`src/queue_settings.svh`:
```
// Command queue sizes
`ifndef QUEUE_SETTINGS_SVH
`define QUEUE_SETTINGS_SVH

// Entries held by the queue
`define QUEUE_DEPTH 16
// Occupancy count width wide enough to hold QUEUE_DEPTH itself
`define DEPTH_W 5

// Software dword and packed entry widths
`define CSR_W 32
`define ENTRY_W 64

// Power-of-two threshold code width
`define THLD_W 3

// Credits granted after reset and also the ceiling
`define TX_CREDITS 4
`define CREDIT_W 3

`endif

```
`src/csr_pkg.sv`:
```
// CSR side types
`include "queue_settings.svh"

package csr_pkg;

  // One dword written by software
  typedef logic [`CSR_W-1:0] csr_word_t;

  // Threshold code n selects 2^(n+1) entries
  // Code 0 keeps the trigger off
  typedef logic [`THLD_W-1:0] thld_code_t;

endpackage

```
`src/xfer_pkg.sv`:
```
// Hardware transfer types
`include "queue_settings.svh"

package xfer_pkg;

  // FIFO occupancy
  typedef logic [`DEPTH_W-1:0] depth_t;

  // Credits held by the sender
  typedef logic [`CREDIT_W-1:0] credit_t;

  // Command descriptor with the most significant field first
  typedef struct packed {
    logic [7:0]  opcode;
    logic [7:0]  tag;
    logic [15:0] len;
    logic [31:0] addr;
  } cmd_desc_t;

  // Queue entry
  // Raw halves are filled by the packer and desc is read by the sender
  typedef union packed {
    struct packed {
      logic [`CSR_W-1:0] hi;
      logic [`CSR_W-1:0] lo;
    } raw;
    cmd_desc_t desc;
  } queue_entry_u;

endpackage
```
`src/queue_push_if.sv`:
```
// Queue write port
`timescale 1ns/1ps

interface queue_push_if
  import xfer_pkg::*;
();

  logic         wvalid;
  logic         wready;
  queue_entry_u wdata;
  // Current occupancy also watched by the control block
  depth_t       depth;

  modport packer (
    output wvalid,
    output wdata,
    input  wready
  );

  modport fifo (
    input  wvalid,
    input  wdata,
    output wready,
    output depth
  );

endinterface

```
`src/credit_sender.sv`:
```
// Credit based entry sender
`timescale 1ns/1ps
`include "queue_settings.svh"

module credit_sender
  import xfer_pkg::*;
(
  input  logic         clk_i,
  input  logic         rst_ni,
  input  logic         rvalid_i,
  output logic         rready_o,
  input  queue_entry_u rdata_i,
  input  logic         credit_return_i,
  output logic         tx_valid_o,
  output logic [7:0]   tx_opcode_o,
  output logic [7:0]   tx_tag_o,
  output logic [15:0]  tx_len_o,
  output logic [31:0]  tx_addr_o
);

  credit_t   credit_q;
  logic      pop;
  logic      tx_valid_q;
  cmd_desc_t desc_q;

  // Pop only with at least one credit in hand
  assign pop      = rvalid_i && (credit_q != '0);
  assign rready_o = pop;

  always_ff @(posedge clk_i or negedge rst_ni) begin
    if (!rst_ni) begin
      credit_q   <= credit_t'(`TX_CREDITS);
      tx_valid_q <= 1'b0;
    end else begin
      tx_valid_q <= pop;
      case ({credit_return_i, pop})
        2'b10:   credit_q <= credit_q + credit_t'(1);
        2'b01:   credit_q <= credit_q - credit_t'(1);
        default: credit_q <= credit_q;
      endcase
    end
  end

  // Descriptor view of the popped entry
  always_ff @(posedge clk_i) begin
    if (pop) begin
      desc_q <= rdata_i.desc;
    end
  end

  assign tx_valid_o  = tx_valid_q;
  assign tx_opcode_o = desc_q.opcode;
  assign tx_tag_o    = desc_q.tag;
  assign tx_len_o    = desc_q.len;
  assign tx_addr_o   = desc_q.addr;

  // Consumer must not return more credits than it was sent
  a_credit_bound: assert property (@(posedge clk_i) disable iff (!rst_ni)
    credit_q <= credit_t'(`TX_CREDITS));

endmodule

```
`src/dword_packer.sv`:
```
// CSR dword packer
`timescale 1ns/1ps

module dword_packer
  import csr_pkg::*;
  import xfer_pkg::*;
(
  input  logic         clk_i,
  input  logic         rst_ni,
  input  logic         req_i,
  input  csr_word_t    data_i,
  output logic         ack_o,
  queue_push_if.packer push,
  input  logic         clr_i
);

  // High when the next dword is the upper half
  logic         half_q;
  logic         wvalid_q;
  logic         ack_q;
  queue_entry_u entry_q;
  logic         push_fire;

  assign push_fire = push.wvalid & push.wready;

  // Entry payload built one half at a time
  always_ff @(posedge clk_i) begin
    if (req_i) begin
      if (half_q) begin
        entry_q.raw.hi <= data_i;
      end else begin
        entry_q.raw.lo <= data_i;
      end
    end
  end

  always_ff @(posedge clk_i or negedge rst_ni) begin
    if (!rst_ni) begin
      half_q   <= 1'b0;
      wvalid_q <= 1'b0;
      ack_q    <= 1'b0;
    end else if (clr_i) begin
      half_q   <= 1'b0;
      wvalid_q <= 1'b0;
      // Release software still waiting on a dropped entry
      ack_q    <= wvalid_q;
    end else begin
      ack_q <= 1'b0;
      if (req_i) begin
        if (half_q) begin
          wvalid_q <= 1'b1;
        end else begin
          half_q <= 1'b1;
          ack_q  <= 1'b1;
        end
      end
      // High dword is acknowledged only once the FIFO takes it
      if (push_fire) begin
        wvalid_q <= 1'b0;
        half_q   <= 1'b0;
        ack_q    <= 1'b1;
      end
    end
  end

  assign push.wvalid = wvalid_q;
  assign push.wdata  = entry_q;
  assign ack_o       = ack_q;

  // Stalled entry must hold until the FIFO accepts it
  a_wdata_stable: assert property (@(posedge clk_i) disable iff (!rst_ni)
    push.wvalid && !push.wready && !clr_i |=> push.wvalid && $stable(push.wdata));

endmodule

```
`src/queue_ctrl.sv`:
```
// Queue status and thresholds
`timescale 1ns/1ps
`include "queue_settings.svh"

module queue_ctrl
  import csr_pkg::*;
  import xfer_pkg::*;
(
  input  logic       clk_i,
  input  logic       rst_ni,
  input  depth_t     depth_i,
  input  thld_code_t start_thld_i,
  input  thld_code_t ready_thld_i,
  output thld_code_t ready_thld_o,
  output logic       start_thld_trig_o,
  output logic       ready_thld_trig_o,
  output logic       empty_o,
  input  logic       reg_rst_i,
  output logic       reg_rst_we_o,
  output logic       fifo_clr_o
);

  thld_code_t ready_clamped;
  depth_t     free_entries;
  // Soft reset seen but queue not yet drained
  logic       rst_pend_q;
  logic       rst_active;

  // Entry count selected by a threshold code
  function automatic logic [31:0] thld_entries(thld_code_t code);
    return 32'd1 << (32'(code) + 32'd1);
  endfunction

  // Codes that reach the full queue size clamp to the full-size code
  always_comb begin
    if (thld_entries(ready_thld_i) >= 32'(`QUEUE_DEPTH)) begin
      ready_clamped = thld_code_t'($clog2(`QUEUE_DEPTH) - 1);
    end else begin
      ready_clamped = ready_thld_i;
    end
  end

  assign free_entries = depth_t'(`QUEUE_DEPTH) - depth_i;
  assign empty_o      = (depth_i == '0);

  assign start_thld_trig_o = (start_thld_i != '0) &&
                             (32'(depth_i) >= thld_entries(start_thld_i));
  assign ready_thld_trig_o = (ready_thld_o != '0) &&
                             (32'(free_entries) >= thld_entries(ready_thld_o));

  assign rst_active = reg_rst_i | rst_pend_q;
  assign fifo_clr_o = rst_active;

  always_ff @(posedge clk_i or negedge rst_ni) begin
    if (!rst_ni) begin
      ready_thld_o <= '0;
      rst_pend_q   <= 1'b0;
      reg_rst_we_o <= 1'b0;
    end else begin
      ready_thld_o <= ready_clamped;
      // Hold the clear until the FIFO reports empty, then acknowledge
      rst_pend_q   <= rst_active & ~empty_o;
      reg_rst_we_o <= rst_active & empty_o;
    end
  end

endmodule

```
`src/queue_fifo.sv`:
```
// Command entry FIFO
`timescale 1ns/1ps
`include "queue_settings.svh"

module queue_fifo
  import xfer_pkg::*;
(
  input  logic         clk_i,
  input  logic         rst_ni,
  queue_push_if.fifo   push,
  input  logic         clr_i,
  output logic         rvalid_o,
  input  logic         rready_i,
  output queue_entry_u rdata_o,
  output logic         full_o
);

  queue_entry_u                     mem_q [`QUEUE_DEPTH];
  logic [$clog2(`QUEUE_DEPTH)-1:0] wptr_q;
  logic [$clog2(`QUEUE_DEPTH)-1:0] rptr_q;
  depth_t                           count_q;
  logic                             push_fire;
  logic                             pop_fire;

  assign full_o      = (count_q == depth_t'(`QUEUE_DEPTH));
  assign push.wready = ~full_o;
  assign push.depth  = count_q;
  assign rvalid_o    = (count_q != '0);
  assign rdata_o     = mem_q[rptr_q];

  assign push_fire = push.wvalid & push.wready;
  assign pop_fire  = rvalid_o & rready_i;

  always_ff @(posedge clk_i) begin
    if (push_fire) begin
      mem_q[wptr_q] <= push.wdata;
    end
  end

  // Pointers wrap naturally at a power-of-two depth
  always_ff @(posedge clk_i or negedge rst_ni) begin
    if (!rst_ni) begin
      wptr_q  <= '0;
      rptr_q  <= '0;
      count_q <= '0;
    end else if (clr_i) begin
      wptr_q  <= '0;
      rptr_q  <= '0;
      count_q <= '0;
    end else begin
      if (push_fire) begin
        wptr_q <= wptr_q + 1'b1;
      end
      if (pop_fire) begin
        rptr_q <= rptr_q + 1'b1;
      end
      case ({push_fire, pop_fire})
        2'b10:   count_q <= count_q + depth_t'(1);
        2'b01:   count_q <= count_q - depth_t'(1);
        default: count_q <= count_q;
      endcase
    end
  end

  a_count_bound: assert property (@(posedge clk_i) disable iff (!rst_ni)
    count_q <= depth_t'(`QUEUE_DEPTH));

  // The reader must only request while entries are held
  a_no_empty_pop: assert property (@(posedge clk_i) disable iff (!rst_ni)
    rready_i |-> count_q != '0);

endmodule

```
`src/queue_top.sv`:
```
// Command queue top level
`timescale 1ns/1ps
`include "queue_settings.svh"

module queue_top
  import xfer_pkg::*;
(
  input  logic                clk_i,
  input  logic                rst_ni,
  // CSR write side
  input  logic                req_i,
  input  logic [`CSR_W-1:0]   data_i,
  output logic                ack_o,
  // Thresholds
  input  logic [`THLD_W-1:0]  start_thld_i,
  input  logic [`THLD_W-1:0]  ready_thld_i,
  output logic [`THLD_W-1:0]  ready_thld_o,
  output logic                start_thld_trig_o,
  output logic                ready_thld_trig_o,
  // Status
  output logic                empty_o,
  output logic                full_o,
  output logic [`DEPTH_W-1:0] depth_o,
  // Soft reset
  input  logic                reg_rst_i,
  output logic                reg_rst_we_o,
  // Descriptor output
  output logic                tx_valid_o,
  output logic [7:0]          tx_opcode_o,
  output logic [7:0]          tx_tag_o,
  output logic [15:0]         tx_len_o,
  output logic [31:0]         tx_addr_o,
  input  logic                credit_return_i
);

  logic         fifo_clr;
  logic         fifo_rvalid;
  logic         fifo_rready;
  queue_entry_u fifo_rdata;

  queue_push_if u_push_if ();

  dword_packer u_packer (
    .clk_i  (clk_i),
    .rst_ni (rst_ni),
    .req_i  (req_i),
    .data_i (data_i),
    .ack_o  (ack_o),
    .push   (u_push_if.packer),
    .clr_i  (fifo_clr)
  );

  queue_fifo u_fifo (
    .clk_i    (clk_i),
    .rst_ni   (rst_ni),
    .push     (u_push_if.fifo),
    .clr_i    (fifo_clr),
    .rvalid_o (fifo_rvalid),
    .rready_i (fifo_rready),
    .rdata_o  (fifo_rdata),
    .full_o   (full_o)
  );

  queue_ctrl u_ctrl (
    .clk_i             (clk_i),
    .rst_ni            (rst_ni),
    .depth_i           (u_push_if.depth),
    .start_thld_i      (start_thld_i),
    .ready_thld_i      (ready_thld_i),
    .ready_thld_o      (ready_thld_o),
    .start_thld_trig_o (start_thld_trig_o),
    .ready_thld_trig_o (ready_thld_trig_o),
    .empty_o           (empty_o),
    .reg_rst_i         (reg_rst_i),
    .reg_rst_we_o      (reg_rst_we_o),
    .fifo_clr_o        (fifo_clr)
  );

  credit_sender u_sender (
    .clk_i           (clk_i),
    .rst_ni          (rst_ni),
    .rvalid_i        (fifo_rvalid),
    .rready_o        (fifo_rready),
    .rdata_i         (fifo_rdata),
    .credit_return_i (credit_return_i),
    .tx_valid_o      (tx_valid_o),
    .tx_opcode_o     (tx_opcode_o),
    .tx_tag_o        (tx_tag_o),
    .tx_len_o        (tx_len_o),
    .tx_addr_o       (tx_addr_o)
  );

  assign depth_o = u_push_if.depth;

endmodule

```
`config.mk`:
```
export PLATFORM = sky130hd
export DESIGN_NAME = queue_top
export DESIGN_NICKNAME = d
export VERILOG_FILES = /design/src/csr_pkg.sv /design/src/xfer_pkg.sv /design/src/queue_push_if.sv /design/src/credit_sender.sv /design/src/dword_packer.sv /design/src/queue_ctrl.sv /design/src/queue_fifo.sv /design/src/queue_top.sv
export VERILOG_INCLUDE_DIRS = /design/src
export SDC_FILE = /design/constraint.sdc
export NUM_CORES = 1
export LEC_CHECK = 0
export ABC_AREA = 0
export BUFFER_PORTS_ARGS = -buffer_cell sky130_fd_sc_hd__buf_2
export CAP_MARGIN = 40
export CORE_ASPECT_RATIO = 0.9
export CORE_UTILIZATION = 51
export DETAILED_ROUTE_END_ITERATION = 8
export PLACE_DENSITY_LB_ADDON = 0.08
export RECOVER_POWER = 25
export SLEW_MARGIN = 20
export SYNTH_ARGS = -nofsm -noshare
export SYNTH_HDL_FRONTEND = slang
export SYNTH_HIERARCHICAL = 1
export SYNTH_SLANG_ARGS = --single-unit
```
`constraint.sdc`:
```
create_clock -name clk_i -period 6.4 [get_ports clk_i]
set_input_delay 0.64 -clock clk_i [delete_from_list [all_inputs] [get_ports clk_i]]
set_output_delay 0.64 -clock clk_i [all_outputs]
set_load 0.01 [all_outputs]
```
==> results.md <==
* Port Buffer Count at 121
* Core area at 84900 sq um
* Critical path peak fanout at 35
* Tmin final at 3.55 ns
* Worst vdd ir at 0.225 mV
* Vias in the first global route at 19834
* Final setup margin at 2.85 ns
* Slew @ Worst Pin at 1.34 ns
* Leak at 15.4 nW
* Final Hold Vio Count at 0
* GRT overflow at 0
* DRC Markers at 0
* Post-synth EDFFs at roughly 1200
* Sequential share of the synthesized area at 0.800
* Library cells used by synthesis at 55
* RSZ-0062 raised after global routing: no
* Gate count of the mapped netlist at 1746
* Flops & latches, synth at 1177
* Top Metal Used: met5
* Die Height at ~280 um
* Share of cells above drive strength 1 at 0.319
* Post-CTS sizing at 0
* Routed Antenna Nets at 0
* Largest family of logic cells by synthesized area: multiplexers
* Reg2Reg Setup Slack at 2.85 ns
* Met3 WL at around 5500 um
* Initial drt markers at 2070
* Adder-cell share of the synthesized area at 0.00614
* Largest net degree at the start of global routing at 92
* Fmax at 0.282 GHz
* Area fraction of the dominant cell type after synthesis at 0.786
* DR WL/cell at around 30 um
* Synthesized area at 44000 sq um
* Crit-path slowest cell: buf_4
* Mux cell area share after synthesis at 0.164
* CTS tree: done
* Xor/xnor share of the synthesized area at 0.00279
* Critical path arrival at 3.85 ns
* Power Internal at 12.4 mW
* Synth Area in Compound Gates at 0.00537
* Count leader, synth: edfxtp_1
* Core Rows at between 100 and 150
* Synth area leaders: edfxtp_1, mux4_2, dfrtp_1
* Clk Latency, worst-skew pair at 0.68 ns
* Crit start category: flip-flop
* Met2 wire len at around 47000 um
* Vias at ~19000
* Hold Startpoint: ready_thld_i[1]
* Drt total wl at between 90000 and 100000 um
* Clock Sinks at 1177
* Switching power at between 3 and 4 mW
* Worst Setup SP: u_fifo/push.depth[2]
* Max clock buf depth at 3
* DR vias/cell at 5.97
* M1 WL at 41100 um
* Combinational share of power at 0.011
* Drt pass-1 iters at 5
* Pins Over Slew Limit at 0
* Endpoint class of the critical path: flip-flop
* Worst slew margin at 0.109
* Nets at 2021
* Cell Chain, Critical Path: nor4_2 > a21boi_1 > nand2_1 > nor3_2 > buf_4 > buf_4
* Die W at 312 um
* Root Driver: clkbuf_16
* Post-synthesis simple-gate area fraction at 0.00953
* R2R Path End: u_fifo/mem_q[2][34]
* Global-route wire length before repair at 139000 um
* Worst-case reg-to-reg path depth at 6
* Synth Flop Type: edfxtp_1
* CP required at 6.70 ns
* Run status: complete, no violations
* Sw Share at 0.196
* Maxcap violations at 0
* Skew final at 0.0266 ns
* Clk slew on worst S/H paths at 0.06 ns
* Commonest cells post-synth: edfxtp_1, mux4_2, nor2_1, clkbuf_1, dfrtp_1
* Post-Syn Area per Cell at roughly 25 sq um
* Num CTS Buffers at 116
* Post-synth top area cell: edfxtp_1
* Synth warn at 6
* Setup CP Type: flip-flop to flip-flop
* TNS Setup at 0 ns
* Fin util at 0.590
* GP Congestion at between 0.7 and 0.8
* Flop pwr share at 0.559
* Critical path endpoint: u_fifo/mem_q[2][34]
* Die area at 87500 sq um
* Layout area overhead at 13.8%
* Hold crit path type: input port to flip-flop
* Post-Place Worst Slack at roughly 2.9 ns
* Starting density of the core at 0.518
* Reg2Reg Launch Point: u_fifo/push.depth[2]
* GR Util All Layers at 0.225
* Clock share of power at 0.430
* Final setup vio count at 0
* Pwr Density at a little over 300 nW/um^2
* Initial antenna violation count at 11
* IO Count at 122
* Critical Path Most Common Cell: buf_4
* Async S/R FF share, synth at 0.0212
* Tcrit/Tclk final at 0.554
* H-tree Lvls at 3
* Slowest Stage Delay on Critical Path at 0.68 ns
* Detailed placement HPWL at 51600 um
==> placed cells by master (no fill, tap or decap), types with 19 or more instances in the layout <==
cell type,instances
edfxtp_1,1152
mux4_2,320
clkbuf_16,119
buf_2,88
clkbuf_1,57
clkinv_1,29
buf_4,27
clkinv_2,25
ha_1,20
dfrtp_1,20
nor2_1,19
==> power groups by stage <==
stage               Clock (mW)  Combinational [mW]  Sequential, mW
floorplan                    0              0.0771            8.74
global placement             0               0.175            8.76
detailed placement           0               0.177            8.77
CTS                       6.78               0.179            8.61
global route              7.06               0.186            8.62
finish                    6.63               0.172            8.61
==> through the flow <==
stage	total power [mW]	cell area [sq um]	std cells	hold WS (ns)
3_3_place_gp	8.94	46100	2962	0.492
5_1_grt	15.9	50100	3190	0.119
6_report	15.4	50100	3192	0.146
3_5_place_dp	8.95	46300	2969	0.500
2_1_floorplan	8.82	44000	1748	0.344
4_1_cts	15.6	50100	3188	0.100
==> worst max-delay path, delay by kind of cell (launching register included) <==
kind | cells | cell delay (ns)
AND/OR/NAND/NOR | 3 | 0.81
flip-flops | 1 | 0.62
buffers and inverters | 2 | 1.06
AO/OA/AOI/OAI | 1 | 0.61
==> how the worst min path moves through the flow <==
stage / endpoint / slack (ns) / depth (start not counted)
final: u_ctrl/ready_thld_o[1] / 0.15 / 2
after CTS: u_ctrl/ready_thld_o[1] / 0.10 / 2
after detailed placement: u_sender/credit_q[0] / 0.50 / 1
after global placement: u_sender/credit_q[0] / 0.49 / 1
after floorplan: u_ctrl/ready_thld_o[0] / 0.34 / 0
after global routing: u_ctrl/ready_thld_o[1] / 0.12 / 2
==> layer usage <==
| metal | global-route usage | vias up |
|---|---|---|
| met2 | 0.363 | 579 |
| met1 | 0.323 | 10379 |
| met4 | 0.0597 | 2 |
| met5 | 0 | - |
| met3 | 0.0380 | 123 |
| li1 | - | 7958 |
==> flip-flops by register name, summed over array words and instances, names as in the netlist, 3 cells and up <==
| register | count |
|---|---|
| u_sender/tx_len_o | 16 |
| u_sender/tx_addr_o | 32 |
| u_sender/tx_tag_o | 8 |
| u_fifo/push.depth | 5 |
| u_ctrl/ready_thld_o | 3 |
| u_fifo/mem_q | 1024 |
| u_fifo/rptr_q | 4 |
| u_sender/credit_q | 3 |
| u_fifo/wptr_q | 4 |
| u_sender/tx_opcode_o | 8 |
| u_packer/push.wdata | 64 |
==> cell type report <==
type / count / area (sq um)
clock inverters: 72 / 614
well taps: 1133 / 1420
inverters: 14 / 52.6
flip-flops and latches: 1177 / 35200
diodes: 2 / 5.00
multi-input cells: 477 / 8400
repair buffers: 171 / 1240
clock buffers: 146 / 3110
fillers: 6064 / 34800
==> timing repair <==
action,4_1_cts,5_1_grt
endpoints found under the hold margin,24,0
buffers inserted,0,0
hold buffers,1,0
==> logic make-up after synthesis <==
family,Yosys count
muxes,322
adders and majority gates,21
buffers and inverters,94
and+or+nand+nor,84
DFF,1177
other,1
xor gates and xnor gates,14
AOI/OAI and AO/OA,33
Power figures use the tool's default switching activity.
